<file path="src/common/simd_alu_settings.svh">
`ifndef SIMD_ALU_SETTINGS_SVH
`define SIMD_ALU_SETTINGS_SVH

// Operand and result width of the execute stage
// Element 0 always sits in the most significant lane
`define SIMD_WORD_BITS 64

// Major opcode field, INSTR[0:5] in the decode stage
`define SIMD_OPCODE_BITS 6

// Function code field of an R-type instruction
`define SIMD_FUNC_BITS 6

// Lane-width code
// 8, 16, 32 or 64-bit elements
`define SIMD_WW_BITS 2

`endif

</file>
<file path="src/common/simd_alu_pkg.sv">
`include "simd_alu_settings.svh"

package simd_alu_pkg;

	// One register value, element 0 in the top lane
	typedef logic [`SIMD_WORD_BITS-1:0] word_t;

	// Major opcodes
	// Only R_ALU reaches the ALU functions, the rest decode to a zero result
	typedef enum logic [`SIMD_OPCODE_BITS-1:0] {
		LOAD      = 6'b100000,
		STORE     = 6'b100001,
		BRANCH_EZ = 6'b100010,
		BRANCH_NZ = 6'b100011,
		R_ALU     = 6'b101010,
		NOP       = 6'b111100
	} opcode_e;

	// R-type function codes
	// Gaps at 12, 14 and 15 are the dropped shift-arith, divide and modulo
	typedef enum logic [`SIMD_FUNC_BITS-1:0] {
		VNOP   = 6'b000000,
		VAND   = 6'b000001,
		VOR    = 6'b000010,
		VXOR   = 6'b000011,
		VNOT   = 6'b000100,
		VMOV   = 6'b000101,
		VADD   = 6'b000110,
		VSUB   = 6'b000111,
		VMULEU = 6'b001000,
		VMULOU = 6'b001001,
		VSLL   = 6'b001010,
		VSRL   = 6'b001011,
		VRTTH  = 6'b001101,
		VSQEU  = 6'b010000,
		VSQOU  = 6'b010001,
		VSQRT  = 6'b010010
	} func_e;

	// Lane width
	typedef enum logic [`SIMD_WW_BITS-1:0] {
		WIDTH_8  = 2'b00,
		WIDTH_16 = 2'b01,
		WIDTH_32 = 2'b10,
		WIDTH_64 = 2'b11
	} lane_width_e;

endpackage

</file>
<file path="src/arith/lane_multiplier.sv">
`timescale 1ns/10ps
`include "simd_alu_settings.svh"

module lane_multiplier (
	input  simd_alu_pkg::word_t       ra,
	input  simd_alu_pkg::word_t       rb,
	input  simd_alu_pkg::lane_width_e ww,
	input  logic                      odd_sel,
	input  logic                      square_sel,
	output simd_alu_pkg::word_t       product
);

	localparam int WB = `SIMD_WORD_BITS;

	// Second factor, ra itself for squares
	simd_alu_pkg::word_t b_src;
	// Product words for 8, 16 and 32-bit elements
	wire [WB-1:0] prod_w [3];

	assign b_src = square_sel ? ra : rb;

	for (genvar w = 0; w < 3; w++) begin : g_width
		// Element width and number of element pairs in the word
		localparam int EW = 8 << w;
		localparam int PAIRS = WB / (2 * EW);

		for (genvar k = 0; k < PAIRS; k++) begin : g_pair
			// Pair k covers elements 2k and 2k+1
			// Its double-width product lands on the same bits
			localparam int HI = WB - 1 - k * 2 * EW;

			logic [EW-1:0] op_a;
			logic [EW-1:0] op_b;

			// Even element is the upper one of the pair
			assign op_a = odd_sel ? ra[HI-EW -: EW] : ra[HI -: EW];
			assign op_b = odd_sel ? b_src[HI-EW -: EW] : b_src[HI -: EW];

			// Unsigned, full width, no truncation
			assign prod_w[w][HI -: 2*EW] = (2*EW)'(op_a) * (2*EW)'(op_b);
		end
	end

	// 64x64 has no double-width lane to land in
	always_comb begin
		case (ww)
			simd_alu_pkg::WIDTH_8:  product = prod_w[0];
			simd_alu_pkg::WIDTH_16: product = prod_w[1];
			simd_alu_pkg::WIDTH_32: product = prod_w[2];
			default:                product = '0;
		endcase
	end

endmodule

</file>
<file path="config.mk">
export PLATFORM = sky130hd
export DESIGN_NAME = lane_multiplier
export DESIGN_NICKNAME = d
export VERILOG_FILES = /design/src/common/simd_alu_pkg.sv /design/src/arith/lane_multiplier.sv
export VERILOG_INCLUDE_DIRS = /design/src /design/src/common
export SDC_FILE = /design/constraint.sdc
export NUM_CORES = 2
export LEC_CHECK = 0
export ABC_AREA = 1
export BUFFER_PORTS_ARGS = -buffer_cell sky130_fd_sc_hd__buf_2
export CAP_MARGIN = 10
export CORE_MARGIN = 2
export CORE_UTILIZATION = 40
export DETAILED_ROUTE_END_ITERATION = 8
export GPL_ROUTABILITY_DRIVEN = 1
export PLACE_DENSITY_LB_ADDON = 0.15
export SYNTH_ARGS = -nofsm -noshare
export SYNTH_HDL_FRONTEND = slang
export SYNTH_SLANG_ARGS = --single-unit
</file>
<file path="constraint.sdc">
create_clock -name vclk -period 12.4
set_input_delay 2.48 -clock vclk [all_inputs]
set_output_delay 2.48 -clock vclk [all_outputs]
set_load 0.02 [all_outputs]
</file>
==> flow_summary.yaml <==
final_layout:
  stdcell_count: 11330
  clkbuf_count: 0
  nFlopsAndLatches: 0
  nets: 11444
  fin_area_mm2: 0.0765
  seq_area_um2: 0
  fillerInstances: 15733
  drive_above_1_share_pct: 19.4
  syn_to_final_growth_pct: 22.4
outcome:
  outcome: "finished, final reports clean"
drt:
  viasPerCell: 5.13
  num_vias: 58112
  drcViolationCount: 0
  met3_length_mm: 20.5
  detail-route-antenna-nets: 0
  dr_wl_met2_mm: 121
  wl_met1_mm: 107
  finalWirelength_mm: 260
  wl_per_cell_um: 22.9
  dr.max_layer_used: "met5"
  drtIter0Drc: 4225
  dr.pass1.iters: 8
sta:
  relSlewSlack_pct: 21.6
  fmax_mhz: 81.0
  worst_slew_pin_slew_ns: 1.18
  setup_violations: 0
  fin_ws_ns: 0.0565
  finalMaxSlewViolations: 0
  timing.setup.tns_ns: 0
  final.period_utilization_pct: 99.5
  rsz0062_at_grt: "yes"
  period_needed_ns: 12.34
  hold_viol: 0
synthesis:
  yosysWarnings: 0
  postSynthAreaPerCell_um2: 7.42
  ys_seq_area_share_pct: 0
  synth_nets: 10596
  synthCells: 8421
  syn_area_mm2: 0.0625
  yosysUniqueCellTypes: 40
die:
  die_area_mm2: 0.159
  die_h_um: 399
  dieWidth_um: 399
  start_util_pct: 40.1
  io_pins: 196
  rows: 145
  core_area_mm2: 0.156
run:
  drv_cap: 0
setup_path:
  slowest_stage: "fa_2"
  cp-end-kind: "output pin"
  path_class: "primary input to output pin"
  critPathMaxStageDelay_ns: 0.62
  cp-start-kind: "primary input"
  critPathRequiredTime_ns: 9.92
  cp_max_fo: 22
  cp_data_arrival_time_ns: 9.86
place:
  place_ws_ns: -0.981
  hpwl_mm: 233
  placedInstanceArea_mm2: 0.0723
  finalWeightedCongestion: 1.01
  placed_cells: 11272
  portBuffers: 196
grt:
  grt_usage_pct: 33.0
  gr-total-overflow: 0
  antenna_found_initial: 9
  grt_max_degree: 42
  grt_pass1_wl_mm: 389
  first_global_vias: 61254
min_path:
  hold_class: "primary input to output pin"
## final cells by class
cell class | count | area, um2 | share of cell area, %
multi-input cells | 6075 | 56100 | 73.4
inverters | 2091 | 8000 | 10.5
repair buffers | 1101 | 9720 | 12.7
well taps | 2058 | 2570 | 3.37
diodes | 5 | 12.5 | 0.0164
## critical path: cells and delay by family
kind                     cells  cell delay, ns
AO/OA/AOI/OAI                3            0.36
buffers and inverters       16            1.87
adder cells (fa/ha/maj)      9            4.39
AND/OR/NAND/NOR              8            0.67
## logic make-up after synthesis
family / after synthesis / share of synthesized area (%)
AND/OR/NAND/NOR: 3443 / 21.8
buffers and inverters: 2346 / 14.8
adder cells (fa/ha/maj): 2043 / 58.1
AO/OA/AOI/OAI: 554 / 4.83
XOR/XNOR: 23 / 0.322
multiplexers: 12 / 0.192
## final timing paths
kind	end	slack [ns]	cells past startpoint	from
max	product[23]	0.06	36	odd_sel
min	product[0]	5.82	6	ra[8]
## stage by stage
step	utilization [%]	hold WS [ns]
finish	49.1	5.82
global route	49.1	5.84
CTS	47.6	5.80
detailed placement	46.4	5.79
global placement	46.4	5.80
floorplan	-	5.33
## synthesized netlist by cell type
master    count  area (um2)
inv_1      2042        7660
nand2_1    1944        7300
fa_1       1428       28600
nor2_1     1117        4190
ha_1        615        7690
a21oi_1     309        1550
nand3_1     235        1180
buf_2       166         831
o21ai_0     133         666
clkbuf_1     45         169
inv_2        36         135
nor3_1       35         175
o21ai_1      30         150
or2_2        30         188
buf_4        26         195
o21bai_1     24         180
nand4_1      23         144
a21oi_2      21         184
nand3b_1     21         158
buf_6        18         203
nand2_2      16         100
xnor2_1      15         131
mux2i_1      12         120
or2_1        12        75.1
clkinv_1     11        41.3
xor2_1        8        70.1
o211ai_1      7        52.6
o21a_1        7        52.6
a21boi_0      6        45.0
nand2_4       6        67.6
o21ai_2       6        52.6
a21o_1        5        37.5
o221ai_1      3        26.3
inv_4         2        12.5
nor4_1        2        12.5
a211oi_1      1        7.51
a31oi_1       1        6.26
and2_1        1        6.26
and3_1        1        6.26
o311ai_1      1        8.76
## metal layers
| layer | up-vias | global-route usage [%] |
|---|---|---|
| li1 | 26285 | - |
| met1 | 29433 | 43.4 |
| met2 | 2005 | 54.7 |
| met3 | 381 | 5.99 |
| met4 | 8 | 10.9 |
| met5 | - | 0 |
## layout by cell type, fill, tap and decap left out, drive strengths merged, types with 2 or more instances in the layout
cell type,count
a21boi,6
a21o,5
a21oi,330
buf,1094
clkbuf,6
clkinv,10
clkinvlp,5
diode,5
fa,1428
ha,615
inv,2076
mux2i,12
nand2,1966
nand3,235
nand3b,21
nand4,23
nor2,1117
nor3,35
nor4,2
o211ai,7
o21a,7
o21ai,169
o21bai,24
o221ai,3
or2,42
xnor2,15
xor2,8
## what timing repair did
action,CTS,global route
gates cloned,4,6
setup buffers,15,31
gates resized for setup,402,535
pin swaps,80,140
setup endpoints to repair,51,48
hold buffers,0,0
Power is left out: the tool's default activity adds up to more than one toggle a clock period on the data nets, which glitch-free logic cannot reach.
