### config.mk
export PLATFORM = sky130hd
export DESIGN_NAME = lane_adder
export DESIGN_NICKNAME = d
export VERILOG_FILES = /design/src/common/simd_alu_pkg.sv /design/src/arith/lane_adder.sv
export VERILOG_INCLUDE_DIRS = /design/src /design/src/common
export SDC_FILE = /design/constraint.sdc
export NUM_CORES = 1
export LEC_CHECK = 0
export BUFFER_PORTS_ARGS = -buffer_cell sky130_fd_sc_hd__buf_4
export CORE_AREA = 2 2 66 131
export DETAILED_ROUTE_END_ITERATION = 8
export DIE_AREA = 0 0 68 133
export PLACE_DENSITY = 0.83
export SLEW_MARGIN = 20
export SYNTH_ARGS = -nofsm -noshare
export SYNTH_HDL_FRONTEND = slang
export SYNTH_SLANG_ARGS = --single-unit
### constraint.sdc
create_clock -name vclk -period 19.3
set_input_delay 3.86 -clock vclk [all_inputs]
set_output_delay 3.86 -clock vclk [all_outputs]
set_load 0.01 [all_outputs]
### src/common/simd_alu_settings.svh
`ifndef SIMD_ALU_SETTINGS_SVH
`define SIMD_ALU_SETTINGS_SVH

// Operand and result width of the execute stage
// Element 0 always sits in the most significant lane
`define SIMD_WORD_BITS 64

// Major opcode field, INSTR[0:5] in the decode stage
`define SIMD_OPCODE_BITS 6

// Function code field of an R-type instruction
`define SIMD_FUNC_BITS 6

// Lane-width code
// 8, 16, 32 or 64-bit elements
`define SIMD_WW_BITS 2

`endif

### src/common/simd_alu_pkg.sv
`include "simd_alu_settings.svh"

package simd_alu_pkg;

	// One register value, element 0 in the top lane
	typedef logic [`SIMD_WORD_BITS-1:0] word_t;

	// Major opcodes
	// Only R_ALU reaches the ALU functions, the rest decode to a zero result
	typedef enum logic [`SIMD_OPCODE_BITS-1:0] {
		LOAD      = 6'b100000,
		STORE     = 6'b100001,
		BRANCH_EZ = 6'b100010,
		BRANCH_NZ = 6'b100011,
		R_ALU     = 6'b101010,
		NOP       = 6'b111100
	} opcode_e;

	// R-type function codes
	// Gaps at 12, 14 and 15 are the dropped shift-arith, divide and modulo
	typedef enum logic [`SIMD_FUNC_BITS-1:0] {
		VNOP   = 6'b000000,
		VAND   = 6'b000001,
		VOR    = 6'b000010,
		VXOR   = 6'b000011,
		VNOT   = 6'b000100,
		VMOV   = 6'b000101,
		VADD   = 6'b000110,
		VSUB   = 6'b000111,
		VMULEU = 6'b001000,
		VMULOU = 6'b001001,
		VSLL   = 6'b001010,
		VSRL   = 6'b001011,
		VRTTH  = 6'b001101,
		VSQEU  = 6'b010000,
		VSQOU  = 6'b010001,
		VSQRT  = 6'b010010
	} func_e;

	// Lane width
	typedef enum logic [`SIMD_WW_BITS-1:0] {
		WIDTH_8  = 2'b00,
		WIDTH_16 = 2'b01,
		WIDTH_32 = 2'b10,
		WIDTH_64 = 2'b11
	} lane_width_e;

endpackage

### src/arith/lane_adder.sv
`timescale 1ns/10ps
`include "simd_alu_settings.svh"

module lane_adder (
	input  simd_alu_pkg::word_t       ra,
	input  simd_alu_pkg::word_t       rb,
	input  simd_alu_pkg::lane_width_e ww,
	input  logic                      subtract,
	output simd_alu_pkg::word_t       sum
);

	// Byte slices, slice 0 is the least significant byte
	localparam int SEGS = `SIMD_WORD_BITS / 8;

	// rb after inversion for subtract
	simd_alu_pkg::word_t b_op;
	// Set where a lane begins at slice s
	logic [SEGS-1:1] lane_start;
	wire  [SEGS-1:0] cin;
	wire  [SEGS-2:0] cout;
	wire  [`SIMD_WORD_BITS-1:0] seg_sum;

	// Two's complement: invert here, +1 enters at each lane start
	assign b_op = subtract ? ~rb : rb;

	// Lane boundaries per width
	always_comb begin
		case (ww)
			simd_alu_pkg::WIDTH_8:  lane_start = 7'b111_1111;
			simd_alu_pkg::WIDTH_16: lane_start = 7'b010_1010;
			simd_alu_pkg::WIDTH_32: lane_start = 7'b000_1000;
			default:                lane_start = 7'b000_0000;
		endcase
	end

	for (genvar s = 0; s < SEGS; s++) begin : g_seg
		if (s == 0) begin : g_first
			assign cin[s] = subtract;
		end else begin : g_chain
			// Carry killed at a lane start
			// Subtract increment takes its place
			assign cin[s] = lane_start[s] ? subtract : cout[s-1];
		end

		if (s < SEGS - 1) begin : g_carry
			assign {cout[s], seg_sum[8*s+7 -: 8]} =
				{1'b0, ra[8*s+7 -: 8]} + {1'b0, b_op[8*s+7 -: 8]} + {8'd0, cin[s]};
		end else begin : g_top
			// Carry out of the top byte is always dropped
			assign seg_sum[8*s+7 -: 8] = ra[8*s+7 -: 8] + b_op[8*s+7 -: 8] + {7'd0, cin[s]};
		end
	end

	assign sum = seg_sum;

endmodule

==> results of run 1 <==
==> power groups by stage <==
stage | logic [mW] | registers [mW] | clock network (mW)
2_1_floorplan | 0.145 | 0 | 0
5_1_grt | 0.293 | 0 | 0
3_3_place_gp | 0.255 | 0 | 0
3_5_place_dp | 0.259 | 0 | 0
6_report | 0.267 | 0 | 0
4_1_cts | 0.262 | 0 | 0
==> kinds of logic (layout without fill, tap and decap cells) <==
| logic type | count (synthesis) | in the layout | share of synthesized area [%] |
|---|---|---|---|
| AND/OR/NAND/NOR | 110 | 110 | 16.1 |
| XOR/XNOR | 97 | 97 | 25.8 |
| AO/OA/AOI/OAI | 96 | 96 | 20.4 |
| adder cells (fa/ha/maj) | 70 | 70 | 30.1 |
| buffers and inverters | 53 | 255 | 6.59 |
| multiplexers | 3 | 3 | 1.03 |
==> placed cells by master (no fill, tap or decap), drive strengths merged, types with 3 or more instances in the layout <==
cell	count
nand3	12
nor3	18
xor2	64
fa	15
mux2i	3
a21boi	3
o211ai	5
a211oi	3
o21a	22
o21bai	3
xnor2	33
o2111ai	3
ha	55
a221oi	3
o31a	6
nor2b	18
a21oi	16
nor4	3
buf	211
nand2	12
nor2	39
nand3b	4
inv	44
o21ai	19
==> synth_stat cells (all sizes together) (15+ instances only) <==
master	number
a21oi	16
fa	15
ha	55
inv	44
nor2	39
nor2b	18
nor3	18
o21a	22
o21ai	19
xnor2	33
xor2	64
==> tightest hold or removal path: stages <==
cell	delay [ns]
buf_4	0.10
xor2_1	0.06
buf_4	0.14
==> stage by stage <==
stage / setup WS [ns] / TNS (ns) / cells
after detailed placement: -0.225 / -0.266 / 725
after floorplan: 0.327 / 0 / 429
after global placement: 0.0445 / 0 / 725
after CTS: 0.0140 / 0 / 726
after global routing: -0.0788 / -0.0788 / 729
final: 0.693 / 0 / 729
==> repair_timing <==
action / CTS / global route
gates resized for setup: 4 / 25
pin swaps: 2 / 10
setup endpoints to repair: 4 / 8
setup buffers: 1 / 3
gates cloned: 0 / 0
==> routing by layer <==
metal	part of all wire, %	GRT usage [%]	routed length, microns	vias up
li1	-	-	-	1900
met1	37	25.1	3850	1665
met4	0.84	1.33	89	0
met5	0	0	0	-
met2	52	41.6	5510	175
met3	10	4.93	1090	6
==> worst paths after layout <==
check | slack [ns] | depth (start not counted) | from | end
worst max-delay path | 0.69 | 60 | subtract | sum[62]
worst min-delay path | 8.02 | 3 | rb[0] | sum[0]
==> final cells by class <==
| cell class | instances | area [sq um] | share of cell area, % |
|---|---|---|---|
| multi-input combinational | 376 | 3170 | 62.8 |
| timing repair buffer | 211 | 1580 | 31.4 |
| inverter | 44 | 165 | 3.28 |
| tap | 98 | 123 | 2.43 |
==> flow_summary.toml, run 1 <==
[logic_synthesis]
ys_types = 41
yosysWarnings = 0
syn_inst = 429
synth_area_leaders = "ha_1, xor2_1, fa_1"
synth.avg_cell_area_sq_um = 7.66
ys_seq_area_share_pct = 0
synth_top_cell_area_share_pct = 20.9
synth.net_count = 630
synth_area_sq_um = 3290
synth_top_area_cell = "ha_1"

[pwr]
ir_worst_vdd_mv = 0.0294
fin_total_pwr_mw = 0.267
p_sw_mw = 0.128
comb_power_share_pct = 100.0
leakagePower_nw = 2.52
pwr-share-seq_pct = 0
swShare_pct = 48.1
power.density_nw_per_um2 = 53.0
p_int_mw = 0.139
clock_power_share_pct = 0

[job]
cap_violations = 0

[die]
initial_utilization_pct = 40.5
io_pins = 195
die_h_microns = 133
core_sq_um = 8120
dieWidth_microns = 68
rows = 47
dieArea_sq_um = 9040

[cells_and_area]
nClkBuffers = 0
seq_cell_count = 0
num_antenna_cells = 0
drive_above_1_share_pct = 38.2
num-fill-cells = 730
fin_nets = 834
final_util_pct = 62.1
seq_area_sq_um = 0
syn_to_final_growth_pct = 53.3
post-route-cell-area_sq_um = 5040

[global_route]
grt-ovfl-total = 0
grt_pass1_wl_mm = 16.0
grt_use_total_pct = 22.0
grt_max_degree = 23
antenna_found_initial = 0
grt_pass1_vias = 3630

[detailed_routing]
wl_per_cell_microns = 14.5
routed_wl_mm = 10.5
drtAntennaViolNets = 0
drcViolationCount = 0
num_vias = 3746
dr.pass1.iters = 4
vias_per_cell = 5.14
drt_iter0_markers = 99

[sta]
timing.final.crit_share_pct = 96.4
tightest_slew_ns = 0.581
min_period_ns = 18.61
setup_viol = 0
slew_headroom_pct = 61.0
rsz0062_at_grt = "true"
fmax_mhz = 53.7
hold_ws_ns = 8.02
slew_violations = 0
finalHoldViolations = 0

[setup_path]
crit_family = "adder cells"
cpPeakStageDelay_ns = 0.42
cp_common_cell = "fa_2"
endpoint_kind = "output port"
arrival_ns = 14.75
crit_path_max_fanout = 4
startpoint_type = "input pin"
cp_slowest_cell = "fa_2"
crit_type = "input pin to output port"
crit_buf_inv = 4
cp.required_ns = 15.44

[place]
portBuffers = 195
gp_congestion = 0.821
dp_hpwl_mm = 9.33
place_area_sq_um = 4910

[run_status]
status = "finished, final reports clean"

[worst_hold_path]
hold_path.class = "input pin to output port"

[clock_tree]
ctsHoldBuffers = 0
(Power assumes the default switching activity.)
==> inputs of run 2 (changes only) <==
Settings changed: BUFFER_PORTS_ARGS -buffer_cell sky130_fd_sc_hd__buf_4 to not set, CORE_AREA 2 2 66 131 to 2 2 76 78, DIE_AREA 0 0 68 133 to 0 0 78 80, DONT_BUFFER_PORTS set to 1, PLACE_DENSITY 0.83 to 0.84, RECOVER_POWER set to 50.
==> flow_summary.toml, run 2 (synthesis gave the netlist of run 1 again) <==
[detailed_routing]
routed_wl_mm = 8.38
dr.max_layer_used = "met4"
wl_per_cell_microns = 16.8
drtAntennaViolNets = 0
wl_met3_microns = 689
met1_length_mm = 3.01
dr.pass1.iters = 4
drcViolationCount = 0
vias_per_cell = 6.12
drt_iter0_markers = 78
num_vias = 3058
wl_met2_mm = 4.50

[cells_and_area]
num-fill-cells = 470
seq_area_sq_um = 0
fin_nets = 631
most-common-layout-cells = "xor2_1, ha_1, inv_1"
syn_to_final_growth_pct = 4.34
drive_above_1_share_pct = 6.31
layout_commonest_cell = "xor2_1"
seq_cell_count = 0
nClkBuffers = 0
num_antenna_cells = 0

[setup_path]
endpoint_kind = "output port"
crit_path_max_fanout = 69
arrival_ns = 14.77
crit_type = "input pin to output port"
cp_common_cell = "fa_2"
cpPeakStageDelay_ns = 0.43
startpoint_type = "input pin"
cp.required_ns = 15.44
cp_slowest_cell = "fa_2"

[worst_hold_path]
min_from = "rb[0]"
hold_path.class = "input pin to output port"
min_to = "sum[0]"
min_path_cells = 1

[pwr]
power.density_nw_per_um2 = 51.1
fin_total_pwr_mw = 0.175
leakagePower_nw = 1.54
ir_worst_vdd_mv = 0.0259

[sta]
finalHoldViolations = 0
timing.final.crit_share_pct = 96.5
tightest_slew_ns = 0.686
setup_viol = 0
hold_ws_ns = 7.80
slew_violations = 0
min_period_ns = 18.63
slew_headroom_pct = 53.9
fmax_mhz = 53.7

[die]
initial_utilization_pct = 60.8
io_pins = 195
rows = 27
dieWidth_microns = 78
die_h_microns = 80
dieArea_sq_um = 6240
core_sq_um = 5410

[run_status]
status = "finished, final reports clean"

[global_route]
grt_max_degree = 70
grt_pass1_wl_mm = 13.1
grt-ovfl-total = 0
grt_use_total_pct = 25.1
antenna_found_initial = 0
grt_pass1_vias = 3017

[place]
dp_hpwl_mm = 7.20
gp_congestion = 0.798
portBuffers = 0

[job]
cap_violations = 0

[clock_tree]
ctsHoldBuffers = 0
[run 2: worst max-delay path by stage]
stage                     cells past startpoint  endpoint     start  slack, ns
final                                        58   sum[62]  subtract       0.67
after global routing                         58   sum[62]  subtract      -0.02
after CTS                                    58   sum[62]  subtract       0.05
after detailed placement                     58   sum[62]  subtract      -0.07
after global placement                       58   sum[62]  subtract       0.22
after floorplan                              60   sum[62]  subtract       0.33
[run 2: area by class of cell]
cell class / count / area, sq um / area share [%]
tap: 72 / 90.1 / 2.63
timing repair buffer: 8 / 56.3 / 1.64
inverter: 44 / 165 / 4.82
multi-input combinational: 376 / 3120 / 90.9
[run 2: stage by stage]
| stage | setup slack [ns] | instance area, sq um | util (%) | cells | TNS, ns |
|---|---|---|---|---|---|
| 5_1_grt | -0.0207 | 3430 | 63.4 | 500 | -0.0207 |
| 4_1_cts | 0.0545 | 3370 | 62.3 | 497 | 0 |
| 3_5_place_dp | -0.0726 | 3350 | 61.9 | 495 | -0.0726 |
| 3_3_place_gp | 0.217 | 3350 | 61.9 | 495 | 0 |
| 2_1_floorplan | 0.327 | 3290 | - | 429 | 0 |
| 6_report | 0.673 | 3430 | 63.4 | 500 | 0 |
[run 2: timing repair]
item                       in CTS  in global routing
gates resized for setup         2                 18
setup endpoints to repair       1                  7
pin swaps                       2                  8
buffers inserted                2                  3
[run 2: critical path: cells and delay by family]
| kind | cells | cell delay (ns) |
|---|---|---|
| fa+ha+maj | 15 | 5.39 |
| xor+xnor | 2 | 0.41 |
| simple gates | 12 | 1.37 |
| compound gates | 27 | 3.58 |
| buf+inv | 2 | 0.16 |
[run 2: routing by layer]
metal,up-vias,GRT usage [%]
li1,1481,-
met3,16,4.52
met5,-,0
met4,0,4.91
met2,151,50.9
met1,1410,26.7
[run 2: report_power, final]
part	switching, mW	internal, mW	total, mW
clock	0	0	0
combinational	0.104	0.0712	0.175
sequential	0	0	0
total	0.104	0.0712	0.175
