`src/common/simd_alu_settings.svh`:
```
`ifndef SIMD_ALU_SETTINGS_SVH
`define SIMD_ALU_SETTINGS_SVH

// Operand and result width of the execute stage
// Element 0 always sits in the most significant lane
`define SIMD_WORD_BITS 64

// Major opcode field, INSTR[0:5] in the decode stage
`define SIMD_OPCODE_BITS 6

// Function code field of an R-type instruction
`define SIMD_FUNC_BITS 6

// Lane-width code
// 8, 16, 32 or 64-bit elements
`define SIMD_WW_BITS 2

`endif

```
`src/common/simd_alu_pkg.sv`:
```
`include "simd_alu_settings.svh"

package simd_alu_pkg;

	// One register value, element 0 in the top lane
	typedef logic [`SIMD_WORD_BITS-1:0] word_t;

	// Major opcodes
	// Only R_ALU reaches the ALU functions, the rest decode to a zero result
	typedef enum logic [`SIMD_OPCODE_BITS-1:0] {
		LOAD      = 6'b100000,
		STORE     = 6'b100001,
		BRANCH_EZ = 6'b100010,
		BRANCH_NZ = 6'b100011,
		R_ALU     = 6'b101010,
		NOP       = 6'b111100
	} opcode_e;

	// R-type function codes
	// Gaps at 12, 14 and 15 are the dropped shift-arith, divide and modulo
	typedef enum logic [`SIMD_FUNC_BITS-1:0] {
		VNOP   = 6'b000000,
		VAND   = 6'b000001,
		VOR    = 6'b000010,
		VXOR   = 6'b000011,
		VNOT   = 6'b000100,
		VMOV   = 6'b000101,
		VADD   = 6'b000110,
		VSUB   = 6'b000111,
		VMULEU = 6'b001000,
		VMULOU = 6'b001001,
		VSLL   = 6'b001010,
		VSRL   = 6'b001011,
		VRTTH  = 6'b001101,
		VSQEU  = 6'b010000,
		VSQOU  = 6'b010001,
		VSQRT  = 6'b010010
	} func_e;

	// Lane width
	typedef enum logic [`SIMD_WW_BITS-1:0] {
		WIDTH_8  = 2'b00,
		WIDTH_16 = 2'b01,
		WIDTH_32 = 2'b10,
		WIDTH_64 = 2'b11
	} lane_width_e;

endpackage

```
`src/verilog/alu_result_stage.sv`:
```
`timescale 1ns/10ps
`include "simd_alu_settings.svh"

module alu_result_stage (
	input  logic                  clk,
	input  logic                  rst_n,
	input  logic                  ex_valid,
	input  simd_alu_pkg::word_t   ra,
	input  simd_alu_pkg::word_t   rb,
	input  simd_alu_pkg::opcode_e opcode,
	input  simd_alu_pkg::func_e   func,
	input  simd_alu_pkg::word_t   sum,
	input  simd_alu_pkg::word_t   product,
	input  simd_alu_pkg::word_t   root,
	input  simd_alu_pkg::word_t   shifted,
	output simd_alu_pkg::word_t   result,
	output logic                  result_valid
);

	// Selected value before the execute register
	simd_alu_pkg::word_t next_result;

	always_comb begin
		next_result = '0;
		// Load, store, branch and nop leave the result at zero
		if (opcode == simd_alu_pkg::R_ALU) begin
			case (func)
				// Bitwise group, computed here
				simd_alu_pkg::VAND: next_result = ra & rb;
				simd_alu_pkg::VOR:  next_result = ra | rb;
				simd_alu_pkg::VXOR: next_result = ra ^ rb;
				simd_alu_pkg::VNOT: next_result = ~ra;
				simd_alu_pkg::VMOV: next_result = ra;

				// Lane adder
				simd_alu_pkg::VADD,
				simd_alu_pkg::VSUB: next_result = sum;

				// Multiplier covers both products and squares
				simd_alu_pkg::VMULEU,
				simd_alu_pkg::VMULOU,
				simd_alu_pkg::VSQEU,
				simd_alu_pkg::VSQOU: next_result = product;

				// Shifter
				simd_alu_pkg::VSLL,
				simd_alu_pkg::VSRL,
				simd_alu_pkg::VRTTH: next_result = shifted;

				simd_alu_pkg::VSQRT: next_result = root;

				// VNOP and unused codes
				default: next_result = '0;
			endcase
		end
	end

	// Execute output register
	// result holds when no operation arrives
	always_ff @(posedge clk or negedge rst_n) begin
		if (!rst_n) begin
			result_valid <= 1'b0;
			result <= '0;
		end else begin
			result_valid <= ex_valid;
			if (ex_valid) begin
				result <= next_result;
			end
		end
	end

endmodule

```
`config.mk`:
```
export PLATFORM = sky130hd
export DESIGN_NAME = alu_result_stage
export DESIGN_NICKNAME = d
export VERILOG_FILES = /design/src/common/simd_alu_pkg.sv /design/src/verilog/alu_result_stage.sv
export VERILOG_INCLUDE_DIRS = /design/src /design/src/common
export SDC_FILE = /design/constraint.sdc
export NUM_CORES = 1
export LEC_CHECK = 0
export ABC_CLOCK_PERIOD_IN_PS = 4250
export BUFFER_PORTS_ARGS = -buffer_cell sky130_fd_sc_hd__buf_4
export CORE_AREA = 2 2 180 182
export CTS_CLUSTER_SIZE = 10
export DETAILED_ROUTE_END_ITERATION = 8
export DIE_AREA = 0 0 182 184
export GPL_TIMING_DRIVEN = 0
export MAX_ROUTING_LAYER = met4
export SYNTH_ARGS = -nofsm -noshare
export SYNTH_HDL_FRONTEND = slang
export SYNTH_SLANG_ARGS = --single-unit
```
`constraint.sdc`:
```
create_clock -name clk -period 4.25 [get_ports clk]
set_input_delay 0.85 -clock clk [delete_from_list [all_inputs] [get_ports clk]]
set_output_delay 0.85 -clock clk [all_outputs]
set_load 0.02 [all_outputs]
```
==> results of run 1 <==
[logic make-up after synthesis]
kind of cell / after synthesis
compound gates: 368
xor+xnor: 54
fa+ha+maj: 128
buf+inv: 237
flops: 65
mux: 5
simple gates: 251
[worst reg2reg max path, delay by kind of cell (launching register included)]
kind	cells	cell delay, ps
AO/OA/AOI/OAI	3	870
flip-flops	1	380
AND/OR/NAND/NOR	1	140
[registers in the layout (all words and copies together) (netlist names)]
register      flops
result           64
result_valid      1
[metrics by stage]
step	cells	hold WS (ps)	total power, mW	utilization (%)	cell area (µm²)
6_report	1992	550.1	2.416	42.39	13310
3_3_place_gp	1972	532.3	1.413	41.17	12920
5_1_grt	1991	555.5	2.506	42.38	13310
4_1_cts	1989	548.5	2.418	42.37	13300
3_5_place_dp	1973	540.3	1.426	41.22	12940
2_1_floorplan	1108	554.4	0.9202	-	8954
[power by group through the flow]
stage | sequential [mW] | combinational [mW] | clock, mW
2_1_floorplan | 0.632 | 0.288 | 0
3_3_place_gp | 0.631 | 0.782 | 0
3_5_place_dp | 0.631 | 0.794 | 0
4_1_cts | 0.619 | 0.797 | 1.00
5_1_grt | 0.619 | 0.866 | 1.02
6_report | 0.619 | 0.803 | 0.994
[worst max-delay path by stage]
stage	from	endpoint	cells after the start
floorplan	func[4]	result[32]	7
global placement	func[5]	result[40]	7
detailed placement	func[5]	result[40]	7
CTS	func[5]	result[40]	7
global route	func[1]	result[47]	9
finish	func[1]	result[47]	9
[layer usage]
| metal | up-vias | global-route usage, % | share of wire, % |
|---|---|---|---|
| met5 | - | - | 0 |
| met4 | 0 | 9.677 | 2.7 |
| met3 | 98 | 7.409 | 8.9 |
| met2 | 665 | 56.37 | 49 |
| met1 | 5562 | 37.96 | 39 |
| li1 | 5110 | - | - |
[cell type report]
| cell class | instances | area share [%] |
|---|---|---|
| clock buffer | 11 | 1.749 |
| multi-input combinational | 806 | 47.85 |
| inverter | 131 | 3.695 |
| sequential | 65 | 12.22 |
| antenna | 3 | 0.05641 |
| buffer | 106 | 3.592 |
| timing repair buffer | 463 | 26.10 |
| tap | 402 | 3.780 |
| clock inverter | 5 | 0.9590 |
[layout by cell type (no fill, tap or decap), types with 8 or more instances in the layout]
cell type | synthesis | routed
clkbuf_16 | 0 | 9
dfrtp_1 | 65 | 65
nor3_1 | 49 | 48
ha_1 | 128 | 128
clkbuf_1 | 64 | 66
o21ai_0 | 31 | 31
xor2_1 | 33 | 33
a32oi_1 | 23 | 23
a311oi_1 | 10 | 10
inv_1 | 131 | 131
and3_1 | 49 | 49
xnor2_1 | 21 | 21
nand2_1 | 53 | 53
and2_1 | 8 | 8
a22oi_1 | 58 | 58
nor4_1 | 10 | 10
o2bb2ai_1 | 21 | 21
a2111oi_0 | 25 | 25
a32o_1 | 14 | 14
nor2b_1 | 53 | 53
a221o_1 | 17 | 17
buf_2 | 28 | 29
a222oi_1 | 31 | 31
a21oi_1 | 63 | 63
buf_4 | 10 | 472
a31oi_1 | 36 | 36
a221oi_1 | 16 | 16
==> results.json, run 1 <==
{
  "hold_end": "result[37]",
  "worstSetupEndpointType": "flip-flop",
  "syn_area_um2": 8954,
  "tightest_slew_ps": 1052,
  "seqCellArea_um2": 1627,
  "hold_depth": 2,
  "netlist.area_leader.share_pct": 18.17,
  "cts_resized": 0,
  "start_util_pct": 28.52,
  "hold_start": "result[37]",
  "synthXorXnorAreaFrac_pct": 5.282,
  "coreArea_um2": 31390,
  "crit_type": "in2reg",
  "leakage_nw": 6.552,
  "setup_viol": 0,
  "synthCells": 1108,
  "h-tree-depth": 3,
  "status": "completed",
  "switching_share_pct": 32.40,
  "nets": 2109,
  "synth_compound_area_share_pct": 31.47,
  "ys.flop_type": "dfrtp_1",
  "firstDrtPassIters": 5,
  "r2r_slack_ps": 2740,
  "hp-class": "reg2reg",
  "synth_top_family_by_area": "compound AO/OA/AOI/OAI gates",
  "crit_path_max_fanout": 10,
  "syn_nets": 1635,
  "routed-via-count": 11440,
  "grt_usage_pct": 32.68,
  "yosys_register_bits": 65,
  "n_fill_cell": 3258,
  "slowest_delay_ps": 640,
  "slowest_stage": "nor2b_1",
  "p_switching_mw": 0.7828,
  "rsz0062_at_grt": "false",
  "max_freq_ghz": 0.2797,
  "seq_area_frac_synth_pct": 18.17,
  "area_growth_syn_to_layout_pct": 48.63,
  "finalHoldViolCount": 0,
  "powerDensity_nw_per_um2": 181.6,
  "crit_chain": "buf_4, buf_2, clkbuf_1, nor2b_1, clkbuf_1, clkbuf_1, o2bb2ai_1, a22oi_1, a31oi_1",
  "cp.required_ps": 4520,
  "dp_slack_ps": 361.8,
  "crit_buf_inv": 5,
  "period_share_pct": 84.14,
  "layout-drive-gt1-share_pct": 33.59,
  "gr-total-overflow": 0,
  "pwr-share-comb_pct": 33.2,
  "antenna_left": 0,
  "cts_hold_buffers": 0,
  "clock_sinks": 65,
  "yosys-top-cells-area": "dfrtp_1, ha_1, inv_1, a22oi_1, nor2b_1",
  "cts_setup_buffers": 0,
  "yosysMostFrequentCell": "inv_1",
  "max_cap_viol_count": 0,
  "clkTransAtPathRegs_ps": 60,
  "dieArea_um2": 33490,
  "yosys-mux-area-fraction_pct": 0.5590,
  "die_w_um": 182,
  "clkLatencyLatePin_ps": 350,
  "setup_tns_ps": 0,
  "clockBufferDepth": 2,
  "ir_drop_v": 0.0001769,
  "period_minus_slack_ps": 3576,
  "first_global_vias": 11760,
  "yosysWarningCount": 0,
  "async_flop_share_pct": 100.0,
  "maxSlewHeadroom_pct": 29.84,
  "place_congestion": 0.9450,
  "arrival_ps": 3850,
  "numCtsBuffers": 9,
  "pwr-share-seq_pct": 25.6,
  "clock-root-buffer": "clkbuf_16",
  "reg2reg_from": "result[17]",
  "cp-start-kind": "primary input",
  "path_delay_family": "buffers and inverters",
  "wl_per_cell_um": 27.60,
  "drt_iter0_markers": 967,
  "fin_worst_skew_ps": 0,
  "yosysUniqueCellTypes": 53,
  "avgSynthCellArea_um2": 8.081,
  "finalWorstSetupSlack_ps": 674.2,
  "wl_mm": 54.98,
  "report.final.slew_viol_count": 0,
  "fp-row-count": 65,
  "grt_pass1_wl_mm": 77.15,
  "critPathMostFrequentCell": "clkbuf_1",
  "hpwl_mm": 42.71,
  "ioPinCount": 464,
  "synth_edf_count": 0,
  "r2r-end": "result[17]",
  "yosys.area_share.simple_pct": 15.80,
  "die_h_um": 184,
  "cts_tree": "done",
  "multi_input_area_um2": 6367,
  "portBuffers": 462,
  "r2r_cells": 4,
  "grt_max_degree": 66,
  "clkPwrFrac_pct": 41.1,
  "synthAdderAreaFrac_pct": 17.89,
  "antenna_found_initial": 2,
  "synth_top_area_cell": "dfrtp_1",
  "power.internal_mw": 1.633,
  "via_per_inst": 5.740,
  "synth_commonest_cells": "inv_1, ha_1, dfrtp_1",
  "drcViolationCount": 0
}
No activity file was read; power rests on OpenSTA's default activity.
==> run 2: changes to the inputs <==
--- a/config.mk
+++ b/config.mk
@@ -6,7 +6,8 @@
 export SDC_FILE = /design/constraint.sdc
 export NUM_CORES = 1
 export LEC_CHECK = 0
-export ABC_CLOCK_PERIOD_IN_PS = 4250
+export ABC_AREA = 1
+export ABC_CLOCK_PERIOD_IN_PS = 2990
 export BUFFER_PORTS_ARGS = -buffer_cell sky130_fd_sc_hd__buf_4
 export CORE_AREA = 2 2 180 182
 export CTS_CLUSTER_SIZE = 10
==> constraint.sdc (replaced) <==
create_clock -name clk -period 2.99 [get_ports clk]
set_input_delay 0.598 -clock clk [delete_from_list [all_inputs] [get_ports clk]]
set_output_delay 0.598 -clock clk [all_outputs]
set_load 0.02 [all_outputs]
==> results.json, run 2 <==
{
  "place_area_um2": 14610,
  "clkLatencyLatePin_ps": 370,
  "hpwl_mm": 46.43,
  "period_minus_slack_ps": 2847,
  "wl_mm": 60.96,
  "clock-root-buffer": "clkbuf_16",
  "status": "completed",
  "report.final.slew_viol_count": 0,
  "place_congestion": 0.9376,
  "grt_pass1_wl_mm": 87.02,
  "firstDrtPassIters": 8,
  "fp-row-count": 65,
  "max_freq_ghz": 0.3512,
  "drcViolationCount": 0,
  "stdcell_area_um2": 14890,
  "layout-drive-gt1-share_pct": 22.30,
  "max_cap_viol_count": 0,
  "routed-via-count": 14730,
  "fin_total_pwr_mw": 3.219,
  "portBuffers": 462,
  "via_per_inst": 5.278,
  "maxSlewHeadroom_pct": 14.14,
  "cts_tree": "done",
  "synth_edf_count": 0,
  "synth_commonest_cells": "nand2_1, inv_1, nand3_1",
  "dp_slack_ps": -118.8,
  "yosysWarningCount": 0,
  "largest-register": "result",
  "async_flop_share_pct": 100.0,
  "largest_register_ffs": 64,
  "setup_tns_ps": 0,
  "layout_commonest_cell": "nand2_1",
  "wl_per_cell_um": 21.85,
  "largestRegisters": "result (64), result_valid (1)",
  "die_h_um": 184,
  "cts_resized": 0,
  "yosys_register_bits": 65,
  "grt_usage_pct": 36.15,
  "cp-start-kind": "primary input",
  "powerDensity_nw_per_um2": 216.1,
  "synth_top_area_cell": "nand2_1",
  "synthCells": 1908,
  "cts_setup_buffers": 0,
  "h-tree-depth": 3,
  "numCtsBuffers": 9,
  "nets": 2908,
  "dieArea_um2": 33490,
  "drt_iter0_markers": 1412,
  "layout_common_cells": "nand2_1, buf_4, inv_1, nand3_1, nor2_1",
  "clkTransAtPathRegs_ps": 60,
  "antenna_found_initial": 2,
  "yosys-top-cells-area": "nand2_1, dfrtp_1, ha_1, nand4_1, nand3_1",
  "antenna_left": 0,
  "netlist.area_leader.share_pct": 19.19,
  "crit_path_max_fanout": 10,
  "finalHoldViolCount": 0,
  "n_fill_cell": 3436,
  "first_global_vias": 13770,
  "setup_viol": 0,
  "ys.flop_type": "dfrtp_1",
  "hp-class": "in2reg",
  "ioPinCount": 464,
  "arrival_ps": 3150,
  "gr-total-overflow": 0,
  "syn_area_um2": 10640,
  "area_growth_syn_to_layout_pct": 39.95,
  "cp.required_ps": 3290,
  "crit_type": "in2reg",
  "avgSynthCellArea_um2": 5.578,
  "coreArea_um2": 31390,
  "fin_worst_skew_ps": 0,
  "cts_hold_buffers": 0,
  "syn_nets": 2435,
  "finalWorstSetupSlack_ps": 142.8,
  "clock_sinks": 65,
  "clockBufferDepth": 2,
  "period_share_pct": 95.22,
  "grt_max_degree": 66,
  "rsz0062_at_grt": "false",
  "ir_drop_v": 0.0002650,
  "die_w_um": 182,
  "leakage_nw": 9.099,
  "start_util_pct": 33.90,
  "final_util_pct": 47.45,
  "seq_area_frac_synth_pct": 15.28,
  "yosysMostFrequentCell": "nand2_1",
  "worstSetupEndpointType": "flip-flop",
  "tightest_slew_ps": 1283,
  "yosysUniqueCellTypes": 16
}
## run 2: cell types whose count changed in the layout (fill, tap and decap cells not counted), sizes merged, moves of 62 or more
cell,before,now
nand2,53,544
nor2,7,239
nand3,3,242
nand4,0,212
inv,131,325
a21oi,63,1
## run 2: power breakdown
group	switching [mW]	internal, mW	leakage, nW	total, mW
sequential	0.000562	0.881	0.906	0.881
combinational	0.735	0.513	8.05	1.25
clock	0.485	0.605	0.139	1.09
total	1.22	2.00	9.10	3.22
## run 2: logic make-up (layout without fill, tap and decap cells)
family                   Yosys count  count (layout)  synth area share, %
AO/OA/AOI/OAI                     17              17                1.282
AND/OR/NAND/NOR                 1239            1239                51.65
adder cells (fa/ha/maj)          128             128                15.05
buffers and inverters            459             937                16.74
flip-flops                        65              65                15.28
other                              0               2                    0
## run 2: metal layers
layer | track usage (%) | wire [µm]
met1 | 44.62 | 25000
met2 | 57.91 | 27610
met3 | 7.587 | 5989
met4 | 14.10 | 2352
met5 | - | 0
## run 2: area by class of cell
class / count / area (µm²) / share of cell area (%)
antenna: 2 / 5.005 / 0.03360
timing repair buffer: 462 / 3468 / 23.29
inverter: 325 / 1220 / 8.191
buffer: 134 / 561.8 / 3.772
tap: 402 / 503.0 / 3.377
clock buffer: 13 / 260.3 / 1.747
clock inverter: 3 / 15.01 / 0.1008
multi-input combinational: 1384 / 7234 / 48.57
sequential: 65 / 1627 / 10.92
## run 2: per-stage QoR
stage	hold slack [ps]	cells
after floorplan	302.4	1908
after global placement	465.1	2772
after detailed placement	466.2	2772
after CTS	362.4	2788
after global routing	373.0	2790
final	366.0	2790
## run 2: path summary, 6_finish.rpt
kind | from | to | slack (ps) | cells after the start
min | ex_valid | result_valid | 370 | 1
max in group asynchronous | rst_n | result[34] | 1920 | 1
max | func[3] | result[41] | 140 | 11
min reg2reg | result[35] | result[35] | 480 | 2
min in group asynchronous | rst_n | result[4] | 400 | 1
max reg2reg | result[21] | result[21] | 2330 | 2
## run 2: worst max-delay path: stages
cell and delay, ps:
buf_4 130, inv_1 80, nand2_1 90, nor2_1 960, clkbuf_1 680, nand3_1 230
nand2_1 110, nor2_1 40, nand3_1 70, nand2_1 60, nand2_1 80
